==> config.mk <==
export PLATFORM = sky130hd
export DESIGN_NAME = refill_counter
export DESIGN_NICKNAME = d
export VERILOG_FILES = /design/src/verilog/cache_pkg.sv /design/src/verilog/refill_counter.sv
export SDC_FILE = /design/constraint.sdc
export NUM_CORES = 1
export LEC_CHECK = 0
export BUFFER_PORTS_ARGS = -buffer_cell sky130_fd_sc_hd__buf_2
export CELL_PAD_IN_SITES_DETAIL_PLACEMENT = 0
export CELL_PAD_IN_SITES_GLOBAL_PLACEMENT = 1
export CORE_AREA = 2 2 39 41
export CTS_BUF_LIST = sky130_fd_sc_hd__clkbuf_2
export DETAILED_ROUTE_END_ITERATION = 12
export DIE_AREA = 0 0 41 43
export GPL_ROUTABILITY_DRIVEN = 0
export PLACE_DENSITY = 0.33
export SYNTH_ARGS = -nofsm -noshare
export SYNTH_HDL_FRONTEND = slang
export SYNTH_SLANG_ARGS = --single-unit
==> constraint.sdc <==
create_clock -name clk -period 1.14 [get_ports clk]
set_clock_uncertainty 0.1 [all_clocks]
set_input_delay 0.114 -clock clk [delete_from_list [all_inputs] [get_ports clk]]
set_output_delay 0.114 -clock clk [all_outputs]
set_load 0.005 [all_outputs]
==> src/verilog/cache_pkg.sv <==
package cache_pkg;

    localparam int INDEX_W   = 8;
    localparam int TAG_W     = 20;
    localparam int OFFSET_W  = 4;
    localparam int WORD_W    = 32;
    localparam int ADDR_W    = TAG_W + INDEX_W + OFFSET_W;
    localparam int NUM_BANKS = 4;
    localparam int BANK_W    = 2;
    localparam int LINE_W    = 128;
    localparam int NUM_SETS  = 256;
    localparam int NUM_WAYS  = 2;

    localparam int         LFSR_W    = 8;
    localparam logic [7:0] LFSR_SEED = 8'h01;
    localparam logic [7:0] LFSR_TAPS = 8'b1011_1000;  // bits 7,5,4,3

    typedef enum logic [2:0] {
        IDLE,
        LOOKUP,
        MISS,
        REPLACE,
        REFILL
    } main_state_t;

    typedef struct packed {
        logic [TAG_W-1:0] tag;
        logic             valid;
    } tag_entry_t;

    typedef logic [WORD_W-1:0] word_t;

    typedef struct packed {
        logic                  op;  // 1 = store
        logic [INDEX_W-1:0]    index;
        logic [TAG_W-1:0]      tag;
        logic [OFFSET_W-1:0]   offset;
        logic [WORD_W/8-1:0]   wstrb;
        word_t                 wdata;
    } cpu_req_t;

    // byte merge of store data over an existing word
    function automatic word_t merge_word(word_t old_word, word_t new_word,
                                         logic [WORD_W/8-1:0] strb);
        word_t res;
        res = old_word;
        for (int i = 0; i < WORD_W/8; i++) begin
            if (strb[i]) begin
                res[i*8 +: 8] = new_word[i*8 +: 8];
            end
        end
        return res;
    endfunction

endpackage

==> src/verilog/refill_counter.sv <==
`timescale 1ns/1ps

module refill_counter import cache_pkg::*; (
    input  logic              clk,
    input  logic              resetn,
    input  logic              beat,
    input  logic [BANK_W-1:0] crit_bank,
    output logic [BANK_W-1:0] count,
    output logic              crit
);

    logic last_beat;

    assign last_beat = count == BANK_W'(NUM_BANKS-1);

    always_ff @(posedge clk) begin
        if (!resetn) begin
            count <= '0;
        end else if (beat) begin
            if (last_beat) begin
                count <= '0;  // ready for the next line
            end else begin
                count <= count + 1'b1;
            end
        end
    end

    // beats arrive in bank order
    assign crit = beat && count == crit_bank;

endmodule

==> qor.yml, run 1 <==
sta:
  slew_violations: 0
  rsz0062_at_grt: "true"
  setup_viol: 0
  fmax_mhz: 894
  final.min_clock_period_ns: 1.12
  worst_slew_pin_slew_ns: 0.127
  hold_viol: 0
  slew-limit-headroom_pct: 91.3
  fin_crit_sh_pct: 98.1
floorplan:
  fp-row-count: 14
  die_area_sq_um: 1760
  start_util_pct: 8.59
  die_w_microns: 41
  core-area_sq_um: 1380
  fp.dieH_microns: 43
  num_io_pins: 8
worst_setup_path:
  worst_setup_path_start_kind: "register"
  r2r_setup_slack_ns: 0.11
  r2r-end: "count[1]"
  crit_path_end_kind: "primary output"
  cp-startpoint: "count[1]"
  timing.rr.start: "count[0]"
  path_max_fanout: 4
  critPathKind: "reg -> out"
  required_ns: 0.93
  ff2ff_path_depth: 3
  critPathArrivalTime_ns: 0.90
cts:
  root_buffer: "clkbuf_2"
  htreeDepth: 1
  cts_made_buffers: 3
  insertion_delay_ns: 0.19
  cts.sinks: 2
  ctsHoldBuffers: 0
  clk_pin_slew_ns: 0.03
  cts_tree: "yes"
  clock_path_buffers: 2
synthesis:
  yosys.area.top_type: "dfxtp_1"
  synth_top_area_share_pct: 33.7
  ys_ff_latch: 2
  synth-edff-count: 0
  synth_cell_types: 8
  yosysWarnings: 0
  syn_nets: 17
  ys_seq_area_share_pct: 33.7
  async_reset_ff_share_pct: 0
  syn_avg_cell_area_sq_um: 10.8
  synth_area_leaders: "dfxtp_1 34%, xnor2_1 15%, ha_1 11%"
  synthTopCellsByCount: "2 x dfxtp_1, 2 x nor2b_1, 2 x xnor2_1"
  synthCells: 11
  synth_flop_cell: "dfxtp_1"
  syn_area_sq_um: 119
finish:
  drive_gt1_share_pct: 63.6
  nets: 30
  largest_reg_flops: 2
  fillCellCount: 160
  finalInstanceArea_sq_um: 201
  stdcell_count: 38
  largest-register: "count"
  reg_top3: "count x2"
  area_delta_synth_final_pct: 69.5
  n_antenna_cell: 0
grt:
  antenna_found_initial: 0
  busiest_layer: "met4"
  grt-ovfl-total: 0
  grt_usage_pct: 4.00
  grtUsageMet1_pct: 3.82
  grt_pass1_vias: 120
  use_met2_pct: 3.75
  grt_use_met3_pct: 3.66
  grt_pass1_wl_microns: 400
  grt_start_max_net_pins: 5
worst_hold_path:
  hold_end: "count[0]"
  hold_path.class: "in -> reg"
  hold_start: "resetn"
  min_delay_path_depth: 2
power_and_ir_drop:
  vdd_ir_drop_max_v: 0.000223
  p_leak_nw: 0.102
  power.density_nw_per_um2: 1170
placement:
  io_buffer_count: 7
  dpl.cell_count: 34
  dpl-instance-area_sq_um: 174
job:
  cap_violations: 0
routing:
  drtIter0Drc: 0
  via_per_inst: 3.03
  drc_errors: 0
  drt_wl_total_microns: 281
  dr.pass1.iters: 1
  vias: 115
  avgRoutedWirePerCell_microns: 7.39
  drtAntennaViolNets: 0
status:
  status: "complete, no violations"
## repair_timing
| item | in CTS | in global routing |
|---|---|---|
| gates resized for setup | 3 | 0 |
| buffers inserted | 1 | 0 |
| endpoints found under the setup margin | 1 | 1 |
| pin swaps | 3 | 0 |
## through the flow
| step | setup slack, ns | hold slack (ns) | setup TNS, ns | util (%) | power [mW] |
|---|---|---|---|---|---|
| final | 0.0213 | 0.0496 | 0 | 14.6 | 0.235 |
| after global routing | -0.0451 | 0.0423 | -0.0451 | 14.6 | 0.260 |
| after CTS | -0.00327 | 0.0292 | -0.00327 | 14.6 | 0.249 |
| after detailed placement | 0.0624 | 0.242 | 0 | 12.6 | 0.127 |
| after global placement | 0.0865 | 0.234 | 0 | 12.6 | 0.127 |
| after floorplan | 0.110 | 0.132 | 0 | - | 0.107 |
## layer usage
metal / wire length [microns] / up-vias / part of all wire (%)
li1: - / 60 / -
met1: 116 / 47 / 41
met2: 93 / 8 / 33
met3: 71 / 0 / 25
met4: 0 / 0 / 0
met5: 0 / - / 0
## worst max-delay path: stages, from the launching register on
cell and delay [ns]:
dfxtp_2 0.32, xnor2_1 0.11, and3_1 0.16, buf_2 0.12
## worst max path at each step
stage	endpoint	slack [ns]
floorplan	count[1]	0.11
global placement	count[1]	0.09
detailed placement	count[1]	0.06
CTS	crit	-0.003
global route	crit	-0.05
finish	crit	0.02
## logic make-up after synthesis
logic type / after synthesis / share of synthesized area (%)
flip-flops: 2 / 33.7
AND/OR/NAND/NOR: 4 / 26.3
XOR/XNOR: 2 / 14.7
multiplexers: 1 / 8.42
AO/OA/AOI/OAI: 1 / 6.32
adder cells (fa/ha/maj): 1 / 10.5
## area by class of cell
class                      count  area, sq um  area share (%)
multi-input combinational      9         78.8            39.1
tap                           16         20.0            9.94
timing repair buffer           8         42.5            21.1
clock buffer                   3         15.0            7.45
sequential                     2         45.0            22.4
## layout by cell type, fill, tap and decap left out, drive strengths merged
cell,Yosys,routed
xnor2,2,2
and3,1,1
nor2b,2,2
buf,0,8
dfxtp,2,2
nor3b,1,1
mux2i,1,1
ha,1,1
o21a,1,1
clkbuf,0,3
## power by group
| group | internal, mW | switching (mW) |
|---|---|---|
| clock network | 0.0696 | 0.0367 |
| logic | 0.0298 | 0.0166 |
| registers | 0.0765 | 0.00590 |
| total | 0.176 | 0.0592 |
(Power assumes the default switching activity.)
==> run 2: changes to the inputs <==
- clock period: 1.14 -> 1.19 ns (I/O delays scaled with it)
==> run 2 against run 1 <==
Net effect:
- first-iteration DRC count unchanged
- combinational power increased by 2%
- sequential power decreased by 2.8%
- global-route usage decreased by 0.50 points
==> qor.yml, run 2 (synthesized netlist as in run 1, its figures left out) <==
status:
  status: "complete, no violations"
sta:
  final.min_clock_period_ns: 1.13
  rsz0062_at_grt: "true"
  fmax_mhz: 885
  fin_hold_ws_ns: 0.0537  # +0.00405 ns
  setup_viol: 0  # unchanged
  slew_violations: 0  # unchanged
  worst_slew_pin_slew_ns: 0.123  # -0.00416 ns
  slew-limit-headroom_pct: 91.6  # +0.29 points
  hold_viol: 0  # unchanged
  fin_crit_sh_pct: 94.9
routing:
  drtIter0Drc: 0  # unchanged
  drc_errors: 0  # unchanged
  drtAntennaViolNets: 0  # unchanged
  vias: 120  # +4.3%
  via_per_inst: 3.16  # +4.3%
  avgRoutedWirePerCell_microns: 6.82  # -7.8%
  drt_wl_total_microns: 259  # -7.8%
  dr.pass1.iters: 1  # unchanged
finish:
  largest-register: "count"
  nets: 30  # unchanged
  final_common_cell: "buf_2"
  area_delta_synth_final_pct: 75.8
  largest_reg_flops: 2  # unchanged
  mostFrequentLayoutCells: "7 x buf_2, 3 x clkbuf_2, 2 x nor2b_1"
  multi_input_area_sq_um: 86.3  # +9.5%
  n_antenna_cell: 0  # unchanged
  reg_top3: "count x2"
  drive_gt1_share_pct: 68.2  # +4.5 points
  fillCellCount: 154  # -3.8%
  ff_latch_area_sq_um: 45.0  # unchanged
grt:
  grt_start_max_net_pins: 6  # +1
  grt-ovfl-total: 0  # unchanged
  antenna_found_initial: 0  # unchanged
  grt_pass1_wl_microns: 324  # -19%
  grt_pass1_vias: 94  # -22%
  grt_usage_pct: 3.50  # -0.50 points
worst_setup_path:
  crit_chain: "xnor2_1, and3_1, buf_2"
  critPathKind: "reg -> out"
  worst_setup_path_start_kind: "register"
  r2r_setup_slack_ns: 0.16  # +0.05 ns
  cp_slowest_cell: "dfxtp_2"
  ff2ff_path_depth: 3  # unchanged
  critPathArrivalTime_ns: 0.91  # about the same
  max_stage_delay_ns: 0.33  # about the same
  crit_path_end_kind: "primary output"
  critPathBufInv: 1  # unchanged
  r2r-end: "count[1]"
  required_ns: 0.97  # +0.04 ns
  cpLargestDelayFamily: "flip-flops"
  path_max_fanout: 4  # unchanged
  timing.rr.start: "count[0]"
cts:
  insertion_delay_ns: 0.19  # about the same
  htreeDepth: 1  # unchanged
  root_buffer: "clkbuf_2"
  cts_tree: "yes"
  clk_pin_slew_ns: 0.03  # about the same
  clock_path_buffers: 2  # unchanged
  cts.sinks: 2  # unchanged
  cts_made_buffers: 3  # unchanged
power_and_ir_drop:
  vdd_ir_drop_max_v: 0.000374  # +68%
  finalPower_uw: 231  # -1.6%
  power.density_nw_per_um2: 1110  # -5.2%
  p_leak_nw: 0.107  # +4.9%
floorplan:
  die_area_sq_um: 1760  # unchanged
  num_io_pins: 8  # unchanged
  fp-row-count: 14  # unchanged
  fp.dieH_microns: 43  # unchanged
  start_util_pct: 8.59  # unchanged
  core-area_sq_um: 1380  # unchanged
  die_w_microns: 41  # unchanged
job:
  cap_violations: 0  # unchanged
placement:
  io_buffer_count: 7  # unchanged
worst_hold_path:
  min_delay_path_depth: 2  # unchanged
  hold_path.class: "in -> reg"
  hold_start: "resetn"
  hold_end: "count[0]"
-- run 2: cell counts in the layout (fill, tap and decap cells not counted) --
No cell type changed its count.
-- run 2: area by class of cell --
class                      instances  area share [%]
timing repair buffer               8            20.4
multi-input combinational          9            41.3
clock buffer                       3            7.19
tap                               16            9.58
sequential                         2            21.6
-- run 2: report_power, final --
| group | switching, mW | internal [mW] | total (mW) |
|---|---|---|---|
| combinational | 0.0162 | 0.0311 | 0.0474 |
| clock | 0.0369 | 0.0669 | 0.104 |
| sequential | 0.00683 | 0.0733 | 0.0801 |
-- run 2: per-stage QoR --
stage | std cells | util [%] | TNS, ns | cell area (sq um) | worst slack, ns
after floorplan | 11 | - | 0 | 119 | 0.160
after global placement | 34 | 12.6 | 0 | 174 | 0.136
after detailed placement | 34 | 12.6 | 0 | 174 | 0.115
after CTS | 37 | 13.8 | 0 | 191 | 0.0317
after global routing | 38 | 15.1 | -0.0175 | 209 | -0.0175
final | 38 | 15.1 | 0 | 209 | 0.0601
-- run 2: worst max-delay path by stage --
stage | end | depth (start not counted) | slack, ns | from
global placement | count[1] | 3 | 0.14 | count[0]
CTS | crit | 3 | 0.03 | count[0]
finish | crit | 3 | 0.06 | count[1]
detailed placement | count[1] | 3 | 0.11 | count[0]
floorplan | count[1] | 3 | 0.16 | count[0]
global route | crit | 3 | -0.02 | count[1]
-- run 2: per-layer routing --
| layer | vias up | share of wire (%) | track usage (%) |
|---|---|---|---|
| met2 | 8 | 36 | 3.13 |
| met1 | 52 | 49 | 3.18 |
| li1 | 60 | - | - |
| met4 | 0 | 0 | 6.00 |
| met5 | - | 0 | 0 |
| met3 | 0 | 15 | 3.14 |
-- run 2: what timing repair did --
item / CTS / global route
hold buffers: 0 / 0
pin swaps: 0 / 3
setup buffers: 0 / 1
resized for setup: 2 / 2
setup endpoints to repair: 1 / 1
