<file path="src/verilog/cache_pkg.sv">
package cache_pkg;

    localparam int INDEX_W   = 8;
    localparam int TAG_W     = 20;
    localparam int OFFSET_W  = 4;
    localparam int WORD_W    = 32;
    localparam int ADDR_W    = TAG_W + INDEX_W + OFFSET_W;
    localparam int NUM_BANKS = 4;
    localparam int BANK_W    = 2;
    localparam int LINE_W    = 128;
    localparam int NUM_SETS  = 256;
    localparam int NUM_WAYS  = 2;

    localparam int         LFSR_W    = 8;
    localparam logic [7:0] LFSR_SEED = 8'h01;
    localparam logic [7:0] LFSR_TAPS = 8'b1011_1000;  // bits 7,5,4,3

    typedef enum logic [2:0] {
        IDLE,
        LOOKUP,
        MISS,
        REPLACE,
        REFILL
    } main_state_t;

    typedef struct packed {
        logic [TAG_W-1:0] tag;
        logic             valid;
    } tag_entry_t;

    typedef logic [WORD_W-1:0] word_t;

    typedef struct packed {
        logic                  op;  // 1 = store
        logic [INDEX_W-1:0]    index;
        logic [TAG_W-1:0]      tag;
        logic [OFFSET_W-1:0]   offset;
        logic [WORD_W/8-1:0]   wstrb;
        word_t                 wdata;
    } cpu_req_t;

    // byte merge of store data over an existing word
    function automatic word_t merge_word(word_t old_word, word_t new_word,
                                         logic [WORD_W/8-1:0] strb);
        word_t res;
        res = old_word;
        for (int i = 0; i < WORD_W/8; i++) begin
            if (strb[i]) begin
                res[i*8 +: 8] = new_word[i*8 +: 8];
            end
        end
        return res;
    endfunction

endpackage

</file>
<file path="src/verilog/cache_array_if.sv">
`timescale 1ns/1ps

interface cache_array_if import cache_pkg::*; ();

    // lookup side
    logic [INDEX_W-1:0] lookup_index;
    logic [TAG_W-1:0]   lookup_tag;
    logic [BANK_W-1:0]  lookup_bank;
    logic               hit;
    logic               hit_way;
    word_t              hit_word;

    // victim of the current miss
    logic               victim_way;
    logic               victim_dirty;
    logic [TAG_W-1:0]   victim_tag;
    logic [LINE_W-1:0]  victim_line;

    logic               refill_wen;
    logic [BANK_W-1:0]  refill_bank;
    word_t              refill_word;
    logic               refill_last;
    logic [TAG_W-1:0]   refill_tag;
    logic               refill_dirty;  // store miss leaves the line dirty

    logic               store_wen;
    logic               store_way;
    logic [INDEX_W-1:0] store_index;
    logic [BANK_W-1:0]  store_bank;
    word_t              store_word;

    modport ways (
        input  lookup_index, lookup_tag, lookup_bank,
        input  refill_wen, refill_bank, refill_word, refill_last, refill_tag, refill_dirty,
        input  store_wen, store_way, store_index, store_bank, store_word,
        output hit, hit_way, hit_word,
        output victim_way, victim_dirty, victim_tag, victim_line
    );

    modport ctrl (
        output lookup_index, lookup_tag, lookup_bank,
        output refill_wen, refill_bank, refill_word, refill_last, refill_tag, refill_dirty,
        input  hit, hit_word, victim_dirty, victim_tag, victim_line
    );

    modport store (
        output store_wen, store_way, store_index, store_bank, store_word
    );

endinterface

</file>
<file path="src/verilog/cache_ctrl.sv">
`timescale 1ns/1ps

module cache_ctrl import cache_pkg::*; (
    input  logic                 clk,
    input  logic                 resetn,
    input  logic                 valid,
    input  logic                 op,
    input  logic [INDEX_W-1:0]   index,
    input  logic [TAG_W-1:0]     tag,
    input  logic [OFFSET_W-1:0]  offset,
    input  logic [WORD_W/8-1:0]  wstrb,
    input  word_t                wdata,
    output logic                 addr_ok,
    output logic                 data_ok,
    output word_t                rdata,
    output logic                 rd_req,
    output logic [ADDR_W-1:0]    rd_addr,
    input  logic                 rd_rdy,
    input  logic                 ret_valid,
    input  logic                 ret_last,
    input  word_t                ret_data,
    output logic                 wr_req,
    output logic [ADDR_W-1:0]    wr_addr,
    output logic [LINE_W-1:0]    wr_data,
    input  logic                 wr_rdy,
    cache_array_if.ctrl          arr,
    output logic                 beat,
    input  logic [BANK_W-1:0]    beat_count,
    input  logic                 beat_crit,
    input  logic                 conflict,
    output cpu_req_t             req,
    output logic                 capture
);

    main_state_t state, state_nxt;
    logic        accept;
    logic        lookup_hit;
    logic        miss_settled;  // victim line re-read after a store port steal

    assign lookup_hit = state == LOOKUP && arr.hit;
    assign addr_ok    = resetn && (state == IDLE || lookup_hit) && !conflict;
    assign accept     = valid && addr_ok;
    assign capture    = lookup_hit && req.op;

    always_ff @(posedge clk) begin
        if (accept) begin
            req <= '{op: op, index: index, tag: tag, offset: offset, wstrb: wstrb, wdata: wdata};
        end
    end

    always_ff @(posedge clk) begin
        if (!resetn) begin
            state        <= IDLE;
            miss_settled <= 1'b0;
        end else begin
            state        <= state_nxt;
            miss_settled <= state == MISS;
        end
    end

    always_comb begin
        state_nxt = state;
        case (state)
            IDLE:    if (accept) state_nxt = LOOKUP;
            LOOKUP: begin
                if (!arr.hit) begin
                    state_nxt = MISS;
                end else if (!accept) begin
                    state_nxt = IDLE;
                end
            end
            MISS:    if (!arr.victim_dirty || (miss_settled && wr_rdy)) state_nxt = REPLACE;
            REPLACE: if (rd_rdy) state_nxt = REFILL;
            REFILL:  if (ret_valid && ret_last) state_nxt = IDLE;
            default: state_nxt = IDLE;
        endcase
    end

    // tags compare against the buffered request, data rams see the new index
    assign arr.lookup_index = (state == IDLE || lookup_hit) ? index : req.index;
    assign arr.lookup_tag   = req.tag;
    assign arr.lookup_bank  = req.offset[OFFSET_W-1 -: BANK_W];

    assign beat             = state == REFILL && ret_valid;
    assign arr.refill_wen   = beat;
    assign arr.refill_bank  = beat_count;
    assign arr.refill_last  = ret_last;
    assign arr.refill_tag   = req.tag;
    assign arr.refill_dirty = req.op;
    assign arr.refill_word  = (beat_crit && req.op) ?
                              merge_word(ret_data, req.wdata, req.wstrb) : ret_data;

    assign data_ok = (state == LOOKUP && (arr.hit || req.op)) ||
                     (beat && beat_crit && !req.op);  // critical word of a load miss
    assign rdata   = state == LOOKUP ? arr.hit_word : ret_data;

    assign rd_req  = state == REPLACE;
    assign rd_addr = {req.tag, req.index, {OFFSET_W{1'b0}}};
    assign wr_req  = state == MISS && miss_settled && arr.victim_dirty;
    assign wr_addr = {arr.victim_tag, req.index, {OFFSET_W{1'b0}}};
    assign wr_data = arr.victim_line;

endmodule

</file>
<file path="src/flat_wrapper.sv">
// flat-port wrapper written by rule: the top's interface ports become plain ports
module cache_ctrl_flat import cache_pkg::*;
  (clk, resetn, valid, op, index, tag, offset, wstrb, wdata, addr_ok, data_ok, rdata, rd_req, rd_addr, rd_rdy, ret_valid, ret_last, ret_data, wr_req, wr_addr, wr_data, wr_rdy, beat, beat_count, beat_crit, conflict, req, capture, arr_lookup_index, arr_lookup_tag, arr_lookup_bank, arr_refill_wen, arr_refill_bank, arr_refill_word, arr_refill_last, arr_refill_tag, arr_refill_dirty, arr_hit, arr_hit_word, arr_victim_dirty, arr_victim_tag, arr_victim_line);
  cache_array_if arr_i ();
  input  logic clk;
  input  logic resetn;
  input  logic valid;
  input  logic op;
  input  logic [INDEX_W-1:0] index;
  input  logic [TAG_W-1:0] tag;
  input  logic [OFFSET_W-1:0] offset;
  input  logic [WORD_W/8-1:0] wstrb;
  input  word_t wdata;
  output logic addr_ok;
  output logic data_ok;
  output word_t rdata;
  output logic rd_req;
  output logic [ADDR_W-1:0] rd_addr;
  input  logic rd_rdy;
  input  logic ret_valid;
  input  logic ret_last;
  input  word_t ret_data;
  output logic wr_req;
  output logic [ADDR_W-1:0] wr_addr;
  output logic [LINE_W-1:0] wr_data;
  input  logic wr_rdy;
  output logic beat;
  input  logic [BANK_W-1:0] beat_count;
  input  logic beat_crit;
  input  logic conflict;
  output cpu_req_t req;
  output logic capture;
  output wire logic [$bits(arr_i.lookup_index)-1:0] arr_lookup_index;
  output wire logic [$bits(arr_i.lookup_tag)-1:0] arr_lookup_tag;
  output wire logic [$bits(arr_i.lookup_bank)-1:0] arr_lookup_bank;
  output wire logic [$bits(arr_i.refill_wen)-1:0] arr_refill_wen;
  output wire logic [$bits(arr_i.refill_bank)-1:0] arr_refill_bank;
  output wire logic [$bits(arr_i.refill_word)-1:0] arr_refill_word;
  output wire logic [$bits(arr_i.refill_last)-1:0] arr_refill_last;
  output wire logic [$bits(arr_i.refill_tag)-1:0] arr_refill_tag;
  output wire logic [$bits(arr_i.refill_dirty)-1:0] arr_refill_dirty;
  input wire logic [$bits(arr_i.hit)-1:0] arr_hit;
  input wire logic [$bits(arr_i.hit_word)-1:0] arr_hit_word;
  input wire logic [$bits(arr_i.victim_dirty)-1:0] arr_victim_dirty;
  input wire logic [$bits(arr_i.victim_tag)-1:0] arr_victim_tag;
  input wire logic [$bits(arr_i.victim_line)-1:0] arr_victim_line;
  assign arr_lookup_index = arr_i.lookup_index;
  assign arr_lookup_tag = arr_i.lookup_tag;
  assign arr_lookup_bank = arr_i.lookup_bank;
  assign arr_refill_wen = arr_i.refill_wen;
  assign arr_refill_bank = arr_i.refill_bank;
  assign arr_refill_word = arr_i.refill_word;
  assign arr_refill_last = arr_i.refill_last;
  assign arr_refill_tag = arr_i.refill_tag;
  assign arr_refill_dirty = arr_i.refill_dirty;
  assign arr_i.hit = arr_hit;
  assign arr_i.hit_word = arr_hit_word;
  assign arr_i.victim_dirty = arr_victim_dirty;
  assign arr_i.victim_tag = arr_victim_tag;
  assign arr_i.victim_line = arr_victim_line;
  cache_ctrl u_core (.clk(clk), .resetn(resetn), .valid(valid), .op(op), .index(index), .tag(tag), .offset(offset), .wstrb(wstrb), .wdata(wdata), .addr_ok(addr_ok), .data_ok(data_ok), .rdata(rdata), .rd_req(rd_req), .rd_addr(rd_addr), .rd_rdy(rd_rdy), .ret_valid(ret_valid), .ret_last(ret_last), .ret_data(ret_data), .wr_req(wr_req), .wr_addr(wr_addr), .wr_data(wr_data), .wr_rdy(wr_rdy), .arr(arr_i), .beat(beat), .beat_count(beat_count), .beat_crit(beat_crit), .conflict(conflict), .req(req), .capture(capture));
endmodule
</file>
<file path="config.mk">
export PLATFORM = sky130hd
export DESIGN_NAME = cache_ctrl_flat
export DESIGN_NICKNAME = d
export VERILOG_FILES = /design/src/verilog/cache_pkg.sv /design/src/verilog/cache_array_if.sv /design/src/verilog/cache_ctrl.sv /design/src/flat_wrapper.sv
export SDC_FILE = /design/constraint.sdc
export NUM_CORES = 1
export LEC_CHECK = 0
export BUFFER_PORTS_ARGS = -buffer_cell sky130_fd_sc_hd__buf_2
export CORE_AREA = 2 2 266 268
export CTS_BUF_LIST = sky130_fd_sc_hd__clkbuf_16
export CTS_CLUSTER_DIAMETER = 80
export CTS_CLUSTER_SIZE = 14
export DETAILED_ROUTE_END_ITERATION = 6
export DIE_AREA = 0 0 268 270
export PLACE_DENSITY = 0.34
export SLEW_MARGIN = 25
export SYNTH_ARGS = -nofsm -noshare
export SYNTH_HDL_FRONTEND = slang
export SYNTH_SLANG_ARGS = --single-unit
</file>
<file path="constraint.sdc">
create_clock -name clk -period 4.5 [get_ports clk]
set_input_delay 0.9 -clock clk [delete_from_list [all_inputs] [get_ports clk]]
set_output_delay 0.9 -clock clk [all_outputs]
set_load 0.1 [all_outputs]
</file>
==> results.toml <==
[drt]
ant_nets = 0
vias_per_cell = 2.34
initialDrtViolationCount = 84
wl_per_cell_um = 17.2
vias = 3570
drtPass1Iterations = 4
wl_mm = 26.3
drcViolationCount = 0

[global_route]
gr-total-overflow = 0
grt_pass1_vias = 3742
grt_max_degree = 32
grt_pass1_wl_mm = 32.8
antenna_found_initial = 8
grt_usage = 0.0701

[final_layout]
area_growth_pct = 30.9
final_core_util = 0.0949
fin_nets = 874
fill_cells = 8060
drive_above_1_share = 0.793
stdcell_count = 1526

[timing]
fin_ws_ns = 1.15
maxSlewHeadroom = 0.532
timing.final.crit_share = 0.744
setup_violations = 0
holdWs_ns = 0.653
slew_viol_final = 0
worst_slew_pin_slew_ns = 0.700
fmax_mhz = 299
rsz0062_at_grt = "no"
timing.final.hold_violations = 0
fin_setup_tns_ns = 0
fin_skew_ns = 0.0153
period_minus_slack_ns = 3.35

[critical_path]
startpoint = "beat_crit"
cp_data_required_time_ns = 3.60
crit_top_cell = "buf_2"
reg2regPathDepth = 4
r2r-start = "u_core.state[1]"
crit_family = "buffers and inverters"
crit_end = "arr_refill_word[14]"
cp_max_fo = 5
worst-path-stages = 5
cp-end-kind = "primary output"
start_kind = "input port"
path_cells = "buf_2, nand3_1, buf_4, mux2_2, buf_2"
r2r_end = "u_core.arr.lookup_tag[11]"
slowest_stage = "buf_2"
worst-setup-path-type = "in2out"
slowest_delay_ns = 0.42
worstPathArrival_ns = 2.45
critPathBufInv = 3
regToRegSetupSlack_ns = 2.36

[power]
power_leakage_nw = 2.73
p_per_area_mw_per_mm2 = 359
peakVddDrop_v = 0.000170

[yosys]
synth_area_leaders = "edfxtp_1, buf_4, mux2_2"
yosysSeqAreaShare = 0.427
synth_top_area_frac = 0.411
synth_area_mm2 = 0.00504
ys_types = 28
syn_area_per_cell_um2 = 11.7
synthCells = 430
synth_top_cell_by_area = "edfxtp_1"
synth-seq-cells = 73
yosys_warnings = 0

[run_status]
status = "completed"

[cts]
cts_resized = 0
cts-root-buf = "clkbuf_16"
hold_buffers = 0
h-tree-depth = 3
cts_made_buffers = 9
cts_tree = "yes"
clk_latency_ns = 0.38
path_clk_slew_ns = 0.06
cts.sinks = 73
cts_buffer_depth = 2
postCtsSetupBuffers = 0

[worst_hold_path]
hold_class = "reg2reg"

[placement]
globalplace.congestion = 0.773
port_buffers = 371
dp_hpwl_mm = 22.8
pre_cts_ws_ns = 1.06
dp_cells = 1509

[floorplanning]
die-height_um = 270
core-area_mm2 = 0.0695
die_w_um = 268
die_area_mm2 = 0.0724
rows = 97
initial_utilization = 0.0725
io_pins = 680

[run]
cap_violations = 0
registers in the layout, summed over array words and instances, names as in the netlist:
| name | flops |
|---|---|
| u_core.req | 38 |
| u_core.arr.lookup_tag | 20 |
| u_core.rd_addr | 8 |
| u_core.state | 3 |
| u_core.arr.lookup_bank | 2 |
| u_core.arr.refill_dirty | 1 |
| u_core.miss_settled | 1 |
metrics by stage:
step                instance area (um^2)  power [mW]
floorplan                           5070        2.19
CTS                                 6600        2.45
detailed placement                  6340        1.70
global placement                    6340        1.70
finish                              6600        2.37
global route                        6600        2.48
layer usage:
layer | wire length, um | track usage | vias to the layer above
met2 | 13800 | 0.132 | 353
met3 | 3680 | 0.0418 | 136
met1 | 6510 | 0.0479 | 1546
li1 | - | - | 1525
met4 | 2210 | 0.0569 | 10
met5 | 70 | 0 | -
cell families (layout without fill, tap and decap cells):
logic type             Yosys count  count (layout)  share of synthesized area
AO/OA/AOI/OAI                    9               9                     0.0134
buffers and inverters          248             396                      0.365
flip-flops                      73              73                      0.427
multiplexers                    73              73                      0.163
other                            1               9                   0.000744
AND/OR/NAND/NOR                 26              26                     0.0310
synth_stat cells:
cell type  number
inv_1           2
nor3b_1         1
a211o_1         1
o21ai_1         1
buf_4         242
mux2_1          1
clkbuf_1        2
mux2_2         72
conb_1          1
dfxtp_1         4
and2_1          5
a41o_1          1
nand3b_1        1
a211oi_1        1
nor2_1          2
nor3b_4         1
nor4bb_1        1
and3_1          4
nor2b_1         1
o21ai_0         1
a32o_1          1
buf_2           2
o31ai_1         1
a31oi_1         1
a21boi_0        1
edfxtp_1       69
nand3_1         4
nand2_1         6
area by class of cell:
type / instances / area, um^2 / area share
Clock buffer: 9 / 225 / 0.0341
Tap cell: 940 / 1180 / 0.178
Inverter: 2 / 7.51 / 0.00114
Timing Repair Buffer: 378 / 1920 / 0.291
Clock inverter: 7 / 31.3 / 0.00474
Antenna cell: 1 / 2.50 / 0.000379
Sequential cell: 73 / 2150 / 0.326
Multi-Input combinational cell: 116 / 1090 / 0.164
worst min path at each step:
stage	startpoint	to	slack, ns	cells past startpoint
finish	u_core.miss_settled	u_core.state[2]	0.65	3
global route	offset[1]	u_core.req[37]	0.66	1
CTS	offset[1]	u_core.req[37]	0.65	1
detailed placement	u_core.state[2]	u_core.state[1]	0.64	2
global placement	u_core.state[2]	u_core.state[1]	0.64	2
floorplan	u_core.state[2]	u_core.state[1]	0.58	2
layout by cell type, fill, tap and decap left out:
cell type	netlist	layout
a211o_1	1	1
a211oi_2	0	1
a21boi_0	1	1
a31oi_1	1	1
a32o_1	1	1
a41o_1	1	1
and2_1	5	5
and3_1	4	3
and3_4	0	1
buf_12	0	1
buf_2	2	371
buf_4	242	6
clkbuf_16	0	9
clkinv_1	0	3
clkinv_2	0	1
clkinvlp_4	0	1
conb_1	1	8
dfxtp_1	4	4
diode_2	0	1
edfxtp_1	69	69
inv_1	2	4
mux2_1	1	1
mux2_2	72	72
nand2_1	6	6
nand3_1	4	4
nand3b_1	1	1
nor2_1	2	2
nor2b_1	1	1
nor3b_1	1	1
nor3b_4	1	1
nor4bb_1	1	1
o21ai_0	1	1
o21ai_1	1	1
o31ai_1	1	1
power by group:
part	leakage (nW)	total, mW	switching, mW	internal (mW)
clock network	0.130	0.698	0.335	0.363
logic	1.93	0.891	0.746	0.145
registers	0.665	0.784	0.0162	0.768
worst min-delay path, stage by stage (launching register included):
cell and delay [ns]:
dfxtp_1 0.31, nand2_1 0.07, a211o_1 0.16, o21ai_1 0.08
Power figures use the tool's default switching activity.
