--- src/verilog/cache_pkg.sv ---
package cache_pkg;

    localparam int INDEX_W   = 8;
    localparam int TAG_W     = 20;
    localparam int OFFSET_W  = 4;
    localparam int WORD_W    = 32;
    localparam int ADDR_W    = TAG_W + INDEX_W + OFFSET_W;
    localparam int NUM_BANKS = 4;
    localparam int BANK_W    = 2;
    localparam int LINE_W    = 128;
    localparam int NUM_SETS  = 256;
    localparam int NUM_WAYS  = 2;

    localparam int         LFSR_W    = 8;
    localparam logic [7:0] LFSR_SEED = 8'h01;
    localparam logic [7:0] LFSR_TAPS = 8'b1011_1000;  // bits 7,5,4,3

    typedef enum logic [2:0] {
        IDLE,
        LOOKUP,
        MISS,
        REPLACE,
        REFILL
    } main_state_t;

    typedef struct packed {
        logic [TAG_W-1:0] tag;
        logic             valid;
    } tag_entry_t;

    typedef logic [WORD_W-1:0] word_t;

    typedef struct packed {
        logic                  op;  // 1 = store
        logic [INDEX_W-1:0]    index;
        logic [TAG_W-1:0]      tag;
        logic [OFFSET_W-1:0]   offset;
        logic [WORD_W/8-1:0]   wstrb;
        word_t                 wdata;
    } cpu_req_t;

    // byte merge of store data over an existing word
    function automatic word_t merge_word(word_t old_word, word_t new_word,
                                         logic [WORD_W/8-1:0] strb);
        word_t res;
        res = old_word;
        for (int i = 0; i < WORD_W/8; i++) begin
            if (strb[i]) begin
                res[i*8 +: 8] = new_word[i*8 +: 8];
            end
        end
        return res;
    endfunction

endpackage

--- src/verilog/cache_array_if.sv ---
`timescale 1ns/1ps

interface cache_array_if import cache_pkg::*; ();

    // lookup side
    logic [INDEX_W-1:0] lookup_index;
    logic [TAG_W-1:0]   lookup_tag;
    logic [BANK_W-1:0]  lookup_bank;
    logic               hit;
    logic               hit_way;
    word_t              hit_word;

    // victim of the current miss
    logic               victim_way;
    logic               victim_dirty;
    logic [TAG_W-1:0]   victim_tag;
    logic [LINE_W-1:0]  victim_line;

    logic               refill_wen;
    logic [BANK_W-1:0]  refill_bank;
    word_t              refill_word;
    logic               refill_last;
    logic [TAG_W-1:0]   refill_tag;
    logic               refill_dirty;  // store miss leaves the line dirty

    logic               store_wen;
    logic               store_way;
    logic [INDEX_W-1:0] store_index;
    logic [BANK_W-1:0]  store_bank;
    word_t              store_word;

    modport ways (
        input  lookup_index, lookup_tag, lookup_bank,
        input  refill_wen, refill_bank, refill_word, refill_last, refill_tag, refill_dirty,
        input  store_wen, store_way, store_index, store_bank, store_word,
        output hit, hit_way, hit_word,
        output victim_way, victim_dirty, victim_tag, victim_line
    );

    modport ctrl (
        output lookup_index, lookup_tag, lookup_bank,
        output refill_wen, refill_bank, refill_word, refill_last, refill_tag, refill_dirty,
        input  hit, hit_word, victim_dirty, victim_tag, victim_line
    );

    modport store (
        output store_wen, store_way, store_index, store_bank, store_word
    );

endinterface

--- src/verilog/store_buffer.sv ---
`timescale 1ns/1ps

module store_buffer import cache_pkg::*; (
    input  logic              clk,
    input  logic              resetn,
    input  logic              capture,
    input  cpu_req_t          req,
    input  word_t             hit_word,
    input  logic              hit_way,
    input  logic              new_op,
    input  logic [BANK_W-1:0] new_bank,
    cache_array_if.store      arr,
    output logic              conflict
);

    logic               pend;
    logic               pend_way;
    logic [INDEX_W-1:0] pend_index;
    logic [BANK_W-1:0]  pend_bank;
    word_t              pend_word;
    logic [BANK_W-1:0]  req_bank;
    logic               forward;
    word_t              base_word;

    assign req_bank = req.offset[OFFSET_W-1 -: BANK_W];

    // back to back stores to one word, hit_word misses the pending bytes
    assign forward   = pend && pend_way == hit_way && pend_index == req.index &&
                       pend_bank == req_bank;
    assign base_word = forward ? pend_word : hit_word;

    always_ff @(posedge clk) begin
        if (!resetn) begin
            pend <= 1'b0;
        end else begin
            pend <= capture;
        end
    end

    always_ff @(posedge clk) begin
        if (capture) begin
            pend_way   <= hit_way;
            pend_index <= req.index;
            pend_bank  <= req_bank;
            pend_word  <= merge_word(base_word, req.wdata, req.wstrb);
        end
    end

    assign arr.store_wen   = pend;
    assign arr.store_way   = pend_way;
    assign arr.store_index = pend_index;
    assign arr.store_bank  = pend_bank;
    assign arr.store_word  = pend_word;

    // load behind an unwritten store, or any access to the bank being written
    assign conflict = (capture && !new_op && new_bank == req_bank) ||
                      (pend && new_bank == pend_bank);

endmodule

--- src/flat_wrapper.sv ---
// flat-port wrapper written by rule: the top's interface ports become plain ports
module store_buffer_flat import cache_pkg::*;
  (clk, resetn, capture, req, hit_word, hit_way, new_op, new_bank, conflict, arr_store_wen, arr_store_way, arr_store_index, arr_store_bank, arr_store_word);
  cache_array_if arr_i ();
  input  logic clk;
  input  logic resetn;
  input  logic capture;
  input  cpu_req_t req;
  input  word_t hit_word;
  input  logic hit_way;
  input  logic new_op;
  input  logic [BANK_W-1:0] new_bank;
  output logic conflict;
  output wire logic [$bits(arr_i.store_wen)-1:0] arr_store_wen;
  output wire logic [$bits(arr_i.store_way)-1:0] arr_store_way;
  output wire logic [$bits(arr_i.store_index)-1:0] arr_store_index;
  output wire logic [$bits(arr_i.store_bank)-1:0] arr_store_bank;
  output wire logic [$bits(arr_i.store_word)-1:0] arr_store_word;
  assign arr_store_wen = arr_i.store_wen;
  assign arr_store_way = arr_i.store_way;
  assign arr_store_index = arr_i.store_index;
  assign arr_store_bank = arr_i.store_bank;
  assign arr_store_word = arr_i.store_word;
  store_buffer u_core (.clk(clk), .resetn(resetn), .capture(capture), .req(req), .hit_word(hit_word), .hit_way(hit_way), .new_op(new_op), .new_bank(new_bank), .arr(arr_i), .conflict(conflict));
endmodule
--- config.mk ---
export PLATFORM = sky130hd
export DESIGN_NAME = store_buffer_flat
export DESIGN_NICKNAME = d
export VERILOG_FILES = /design/src/verilog/cache_pkg.sv /design/src/verilog/cache_array_if.sv /design/src/verilog/store_buffer.sv /design/src/flat_wrapper.sv
export SDC_FILE = /design/constraint.sdc
export NUM_CORES = 1
export LEC_CHECK = 0
export ABC_AREA = 1
export BUFFER_PORTS_ARGS = -buffer_cell sky130_fd_sc_hd__buf_2
export CORE_MARGIN = 2
export CORE_UTILIZATION = 25
export DETAILED_ROUTE_END_ITERATION = 8
export GPL_ROUTABILITY_DRIVEN = 0
export PLACE_DENSITY = 0.65
export RECOVER_POWER = 100
export SETUP_SLACK_MARGIN = 0.4
export SYNTH_ARGS = -nofsm -noshare
export SYNTH_HDL_FRONTEND = slang
export SYNTH_SLANG_ARGS = --single-unit
--- constraint.sdc ---
create_clock -name clk -period 1.9 [get_ports clk]
set_clock_uncertainty 0.1 [all_clocks]
set_input_delay 0.38 -clock clk [delete_from_list [all_inputs] [get_ports clk]]
set_output_delay 0.38 -clock clk [all_outputs]
set_load 0.01 [all_outputs]
==> impl_metrics.yaml, run 1 <==
route:
  drt-pass1-iter-count: 4
  drt_iter0_markers: 76
  wl_met1_um: 2170
  post_drt_via_cell_ratio: 3.96
  drt-total-wl_um: 5070
  met2_length_um: 2370
  vias: 1862
  wl_met3_um: 494
  top_layer: "met4"
  wire_per_inst_um: 10.8
  remaining_drc_errors: 0
  postRouteAntennaNets: 0
synthesis:
  synth_cell_types: 17
  netlist_area_mm2: 0.00208
  synth.yosys.warnings: 0
  ys_ff_latch: 44
  synth_nets: 333
  syn_inst: 225
  synth-seq-area-share_pct: 62.9
  postSynthAreaPerCell_um2: 9.26
global_routing:
  grt_pass1_vias: 1664
  grt-ovfl-total: 0
  track_usage_pct: 10.9
  grt_pass1_wl_um: 7580
  antenna_found_initial: 0
  grt_max_degree: 14
die:
  io_pins: 153
  rows: 33
  die_area_mm2: 0.00908
  core-area_mm2: 0.00813
  initial_core_util_pct: 25.6
  die_x_um: 95.3
  dieHeight_um: 95.3
worst_setup_path:
  end_kind: "output port"
  cp_data_arrival_time_ns: 1.20
  r2r_start: "u_core.arr.store_bank[1]$_DFFE_PP_"
  cp-startpoint: "u_core.arr.store_bank[1]$_DFFE_PP_"
  timing.rr.end: "u_core.arr.store_word[9]$_DFFE_PP_"
  ff2ff_path_depth: 10
  crit_path_max_fanout: 4
  setup.worst_path.class: "flip-flop to output port"
  reg2reg_slack_ns: 0.24
  worstPathRequired_ns: 1.42
  startpoint_type: "flip-flop"
timing:
  period_share_pct: 88.3
  final.min_clock_period_ns: 1.68
  max_slew.worst_pin.slew_ns: 0.380
  final.setup.tns_ns: 0
  fmax_ghz: 0.596
  drv_slew: 0
  setup_viol: 0
  finalHoldViolCount: 0
  rsz0062_at_grt: "yes"
  slew_headroom_pct: 74.7
place:
  dp_hpwl_um: 4060
  portBuffers: 129
clock_network:
  insertion_delay_ns: 0.29
  clkSinkCount: 44
  cts_root_buf: "clkbuf_8"
  cts_tree: "yes"
  cts_buffers: 5
  path_clk_slew_ns: 0.08
  cts_max_path_buffers: 2
  htreeDepth: 2
  cts_hold_buffers: 0
outcome:
  status: "finished clean"
finish:
  drive_gt1_share_pct: 27.4
  fillers: 869
  area_delta_synth_final_pct: 41.6
  final_nets: 472
  diodes: 0
power:
  p_leak_uw: 0.00142
  power_density_mw_per_mm2: 766
  finalPower_uw: 2260
  irDropWorstVdd_uv: 285
min_path:
  hp-class: "input port to flip-flop"
  min-delay-start: "resetn"
  holdPathStages: 3
  min_to: "u_core.arr.store_wen$_SDFF_PN0_"
job:
  max_cap_viol_count: 0
## Yosys cell counts (all sizes together)
master	number	area, um^2
a21oi	2	10.0
clkbuf	4	55.1
dfxtp	1	20.0
edfxtp	43	1290
inv	28	105
nand2	128	488
nand3	5	25.0
nand4	1	6.26
nor2	7	38.8
o21ai	1	5.00
o221ai	1	8.76
o22ai	2	12.5
xnor2	2	17.5
## cell families (layout without fill, tap and decap cells)
| kind of cell | after synthesis | after routing | share of synthesized area, % |
|---|---|---|---|
| compound gates | 6 | 6 | 1.74 |
| xor+xnor | 2 | 2 | 0.841 |
| buf+inv | 32 | 172 | 7.69 |
| flops | 44 | 44 | 62.9 |
| simple gates | 141 | 141 | 26.8 |
## routing by layer
metal	vias to the layer above	global-route usage [%]
met1	796	13.6
met3	5	3.87
met2	78	18.0
met5	-	0
li1	983	-
met4	0	2.54
## how the worst max path moves through the flow
stage | slack [ns] | endpoint
floorplan | 0.42 | u_core.arr.store_word[0]$_DFFE_PP_
global placement | 0.19 | u_core.arr.store_word[6]$_DFFE_PP_
detailed placement | 0.15 | u_core.arr.store_word[10]$_DFFE_PP_
CTS | 0.21 | conflict
global route | 0.13 | u_core.arr.store_word[7]$_DFFE_PP_
finish | 0.22 | conflict
## timing repair
item                                   4_1_cts  5_1_grt
gates resized for setup                     22        7
pin swaps                                    6        8
setup endpoints to repair                   33       33
setup buffers                                3        3
endpoints found under the hold margin        0        0
## cell type report
type	instances	area [um^2]	area share, %
Timing Repair Buffer	136	638	21.6
Clock inverter	2	35.0	1.19
Clock buffer	6	72.6	2.46
Multi-Input combinational cell	149	646	21.9
Sequential cell	44	1310	44.5
Tap cell	105	131	4.45
Inverter	28	115	3.90
## flip-flops by register name, indices dropped and copies added, names as in the netlist
signal                  count
u_core.arr.store_bank       2
u_core.arr.store_way        1
u_core.arr.store_word      32
u_core.arr.store_wen        1
u_core.arr.store_index      8
## power breakdown
part           switching (uW)  leakage, uW  internal, uW
clock                     304    0.0000552           390
sequential               33.1     0.000428          1160
combinational             220     0.000938           148
## through the flow
| stage | worst slack [ns] | util (%) | cells | area [um^2] | hold slack, ns |
|---|---|---|---|---|---|
| floorplan | 0.421 | - | 225 | 2080 | 0.373 |
| global placement | 0.188 | 34.6 | 456 | 2810 | 0.462 |
| detailed placement | 0.146 | 34.6 | 456 | 2810 | 0.475 |
| CTS | 0.211 | 37.1 | 467 | 3010 | 0.167 |
| global route | 0.126 | 36.3 | 470 | 2950 | 0.196 |
| finish | 0.223 | 36.3 | 470 | 2950 | 0.174 |
## worst max-delay path, stage by stage, from the launching register on
cell and delay, ns:
edfxtp_1 0.45, inv_1 0.12, o221ai_2 0.09, o21ai_1 0.11
buf_2 0.14
## placed cells by master (no fill, tap or decap), drive strengths merged
master / instances
bufinv: 1
dfxtp: 1
clkinv: 1
o21ai: 1
o221ai: 1
o22ai: 2
xnor2: 2
nand2: 128
inv: 28
a21oi: 2
edfxtp: 43
clkbuf: 67
nand4: 1
nor2: 7
nand3: 5
buf: 75
No activity file was read; power rests on OpenSTA's default activity.
==> run 2: changes to the inputs <==
--- a/config.mk
+++ b/config.mk
@@ -8,10 +8,10 @@
 export ABC_AREA = 1
 export BUFFER_PORTS_ARGS = -buffer_cell sky130_fd_sc_hd__buf_2
 export CORE_MARGIN = 2
-export CORE_UTILIZATION = 25
+export CORE_UTILIZATION = 35
 export DETAILED_ROUTE_END_ITERATION = 8
 export GPL_ROUTABILITY_DRIVEN = 0
-export PLACE_DENSITY = 0.65
+export PLACE_DENSITY = 0.82
 export RECOVER_POWER = 100
 export SETUP_SLACK_MARGIN = 0.4
 export SYNTH_ARGS = -nofsm -noshare
==> run 2 against run 1 <==
Sequential power about the same. Clock-buffer cell count decreased by 1. Cell count decreased by 7.0%. Combinational power decreased by 3%. Power decreased by 7.1%. Sequential cell count unchanged. Via count increased by 3.0%. Hold slack improved by 0.011 ns. First-iteration DRC count decreased by 47%. Utilization increased by 12 points. Critical path depth unchanged.
==> impl_metrics.yaml, run 2 (synthesized netlist as in run 1, its figures left out) <==
outcome:
  status: "finished clean"
finish:
  area_delta_synth_final_pct: 34.8
  diodes: 0
  layout_common_cells: "nand2_1 (126), buf_2 (71), clkbuf_1 (61), edfxtp_1 (43), inv_1 (23)"
  final_core_util_pct: 48.0
  final_nets: 469
  fillers: 593
  drive_gt1_share_pct: 24.9
  largest_reg_flops: 32
  layout_commonest_cell: "nand2_1"
clock_network:
  cts_root_buf: "clkbuf_8"
  insertion_delay_ns: 0.29
  cts_buffers: 5
  cts_tree: "yes"
  clkSinkCount: 44
  htreeDepth: 2
  cts_max_path_buffers: 2
  cts_hold_buffers: 0
  path_clk_slew_ns: 0.08
route:
  post_drt_via_cell_ratio: 4.39
  wire_per_inst_um: 11.3
  drt-pass1-iter-count: 4
  drt-total-wl_um: 4920
  remaining_drc_errors: 0
  drt_iter0_markers: 40
  postRouteAntennaNets: 0
  vias: 1917
timing:
  period_share_pct: 90.6
  rsz0062_at_grt: "yes"
  final.min_clock_period_ns: 1.72
  final.setup.tns_ns: 0
  slew_headroom_pct: 74.6
  setup_viol: 0
  drv_slew: 0
  fmax_ghz: 0.581
  finalHoldViolCount: 0
  max_slew.worst_pin.slew_ns: 0.381
min_path:
  hp-class: "input port to flip-flop"
  min-delay-start: "resetn"
  holdPathStages: 3
  min_to: "u_core.arr.store_wen$_SDFF_PN0_"
die:
  die_area_mm2: 0.00659
  core-area_mm2: 0.00585
  rows: 28
  die_x_um: 81.2
  initial_core_util_pct: 35.6
  dieHeight_um: 81.2
  io_pins: 153
power:
  seqPwrFrac_pct: 56.9
  irDropWorstVdd_uv: 328
  finalPower_uw: 2100
  p_leak_uw: 0.00138
  power_switching_uw: 544
  p_comb_share_pct: 17.1
  power_density_mw_per_mm2: 748
  internal_power_uw: 1560
  switching_share_pct: 25.9
  pwr-share-clk_pct: 26.1
global_routing:
  antenna_found_initial: 0
  grt_max_degree: 14
  grt-ovfl-total: 0
  track_usage_pct: 14.5
  grt_pass1_wl_um: 7250
  grt_pass1_vias: 1773
worst_setup_path:
  crit_path_max_fanout: 3
  setup.worst_path.class: "flip-flop to output port"
  r2r_start: "u_core.arr.store_bank[0]$_DFFE_PP_"
  cp_data_arrival_time_ns: 1.24
  timing.rr.end: "u_core.arr.store_word[23]$_DFFE_PP_"
  end_kind: "output port"
  worstPathRequired_ns: 1.42
  ff2ff_path_depth: 10
  startpoint_type: "flip-flop"
  reg2reg_slack_ns: 0.22
place:
  dp_hpwl_um: 3890
  portBuffers: 129
job:
  max_cap_viol_count: 0
## run 2: cell types whose count changed in the layout (fill, tap and decap cells not counted), sizes merged
| cell | before | now |
|---|---|---|
| buf | 75 | 71 |
| bufinv | 1 | 0 |
| clkinv | 1 | 3 |
## run 2: what timing repair did
item,4_1_cts,5_1_grt
resized for setup,11,9
endpoints found under the hold margin,0,0
pin swaps,4,4
setup endpoints to repair,33,34
setup buffers,2,1
## run 2: power by group through the flow
| stage | registers (uW) | clock network (uW) | logic, uW |
|---|---|---|---|
| global route | 1200 | 616 | 405 |
| detailed placement | 1220 | 0 | 378 |
| CTS | 1190 | 565 | 390 |
| floorplan | 1260 | 0 | 134 |
| global placement | 1210 | 0 | 368 |
| finish | 1190 | 547 | 358 |
## run 2: final cells by class
cell class / instances / area [um^2] / area share (%)
Sequential cell: 44 / 1310 / 46.7
Multi-Input combinational cell: 149 / 621 / 22.1
Timing Repair Buffer: 133 / 592 / 21.1
Inverter: 28 / 108 / 3.83
Tap cell: 75 / 93.8 / 3.34
Clock buffer: 5 / 68.8 / 2.45
Clock inverter: 3 / 13.8 / 0.490
## run 2: critical path: stages, from the launching register on
cell      delay [ns]
edfxtp_1        0.42
inv_1           0.11
o221ai_2        0.09
o21ai_1         0.15
clkbuf_1        0.18
## run 2: per-layer routing
metal | wire length [um] | global-route usage, % | share of wire [%]
met2 | 2440 | 25.5 | 49
met4 | 72 | 4.75 | 1.5
met3 | 471 | 5.67 | 9.6
met5 | 0 | 0 | 0
met1 | 1940 | 16.1 | 39
## run 2: stage by stage
stage | hold WS (ns) | instance area, um^2 | setup slack [ns] | std cells
3_5_place_dp | 0.488 | 2780 | 0.194 | 426
5_1_grt | 0.197 | 2810 | 0.0756 | 437
3_3_place_gp | 0.471 | 2780 | 0.231 | 426
6_report | 0.186 | 2810 | 0.178 | 437
2_1_floorplan | 0.373 | 2080 | 0.421 | 225
4_1_cts | 0.183 | 2890 | 0.220 | 436
## run 2: how the worst max path moves through the flow
stage | start | end | slack (ns) | cells past startpoint
6_report | u_core.arr.store_bank[0]$_DFFE_PP_ | conflict | 0.18 | 4
5_1_grt | u_core.arr.store_bank[0]$_DFFE_PP_ | conflict | 0.08 | 4
4_1_cts | u_core.arr.store_bank[0]$_DFFE_PP_ | conflict | 0.22 | 4
3_5_place_dp | req[62] | u_core.arr.store_word[23]$_DFFE_PP_ | 0.19 | 10
3_3_place_gp | req[60] | u_core.arr.store_word[27]$_DFFE_PP_ | 0.23 | 10
2_1_floorplan | u_core.arr.store_bank[0]$_DFFE_PP_ | u_core.arr.store_word[0]$_DFFE_PP_ | 0.42 | 9
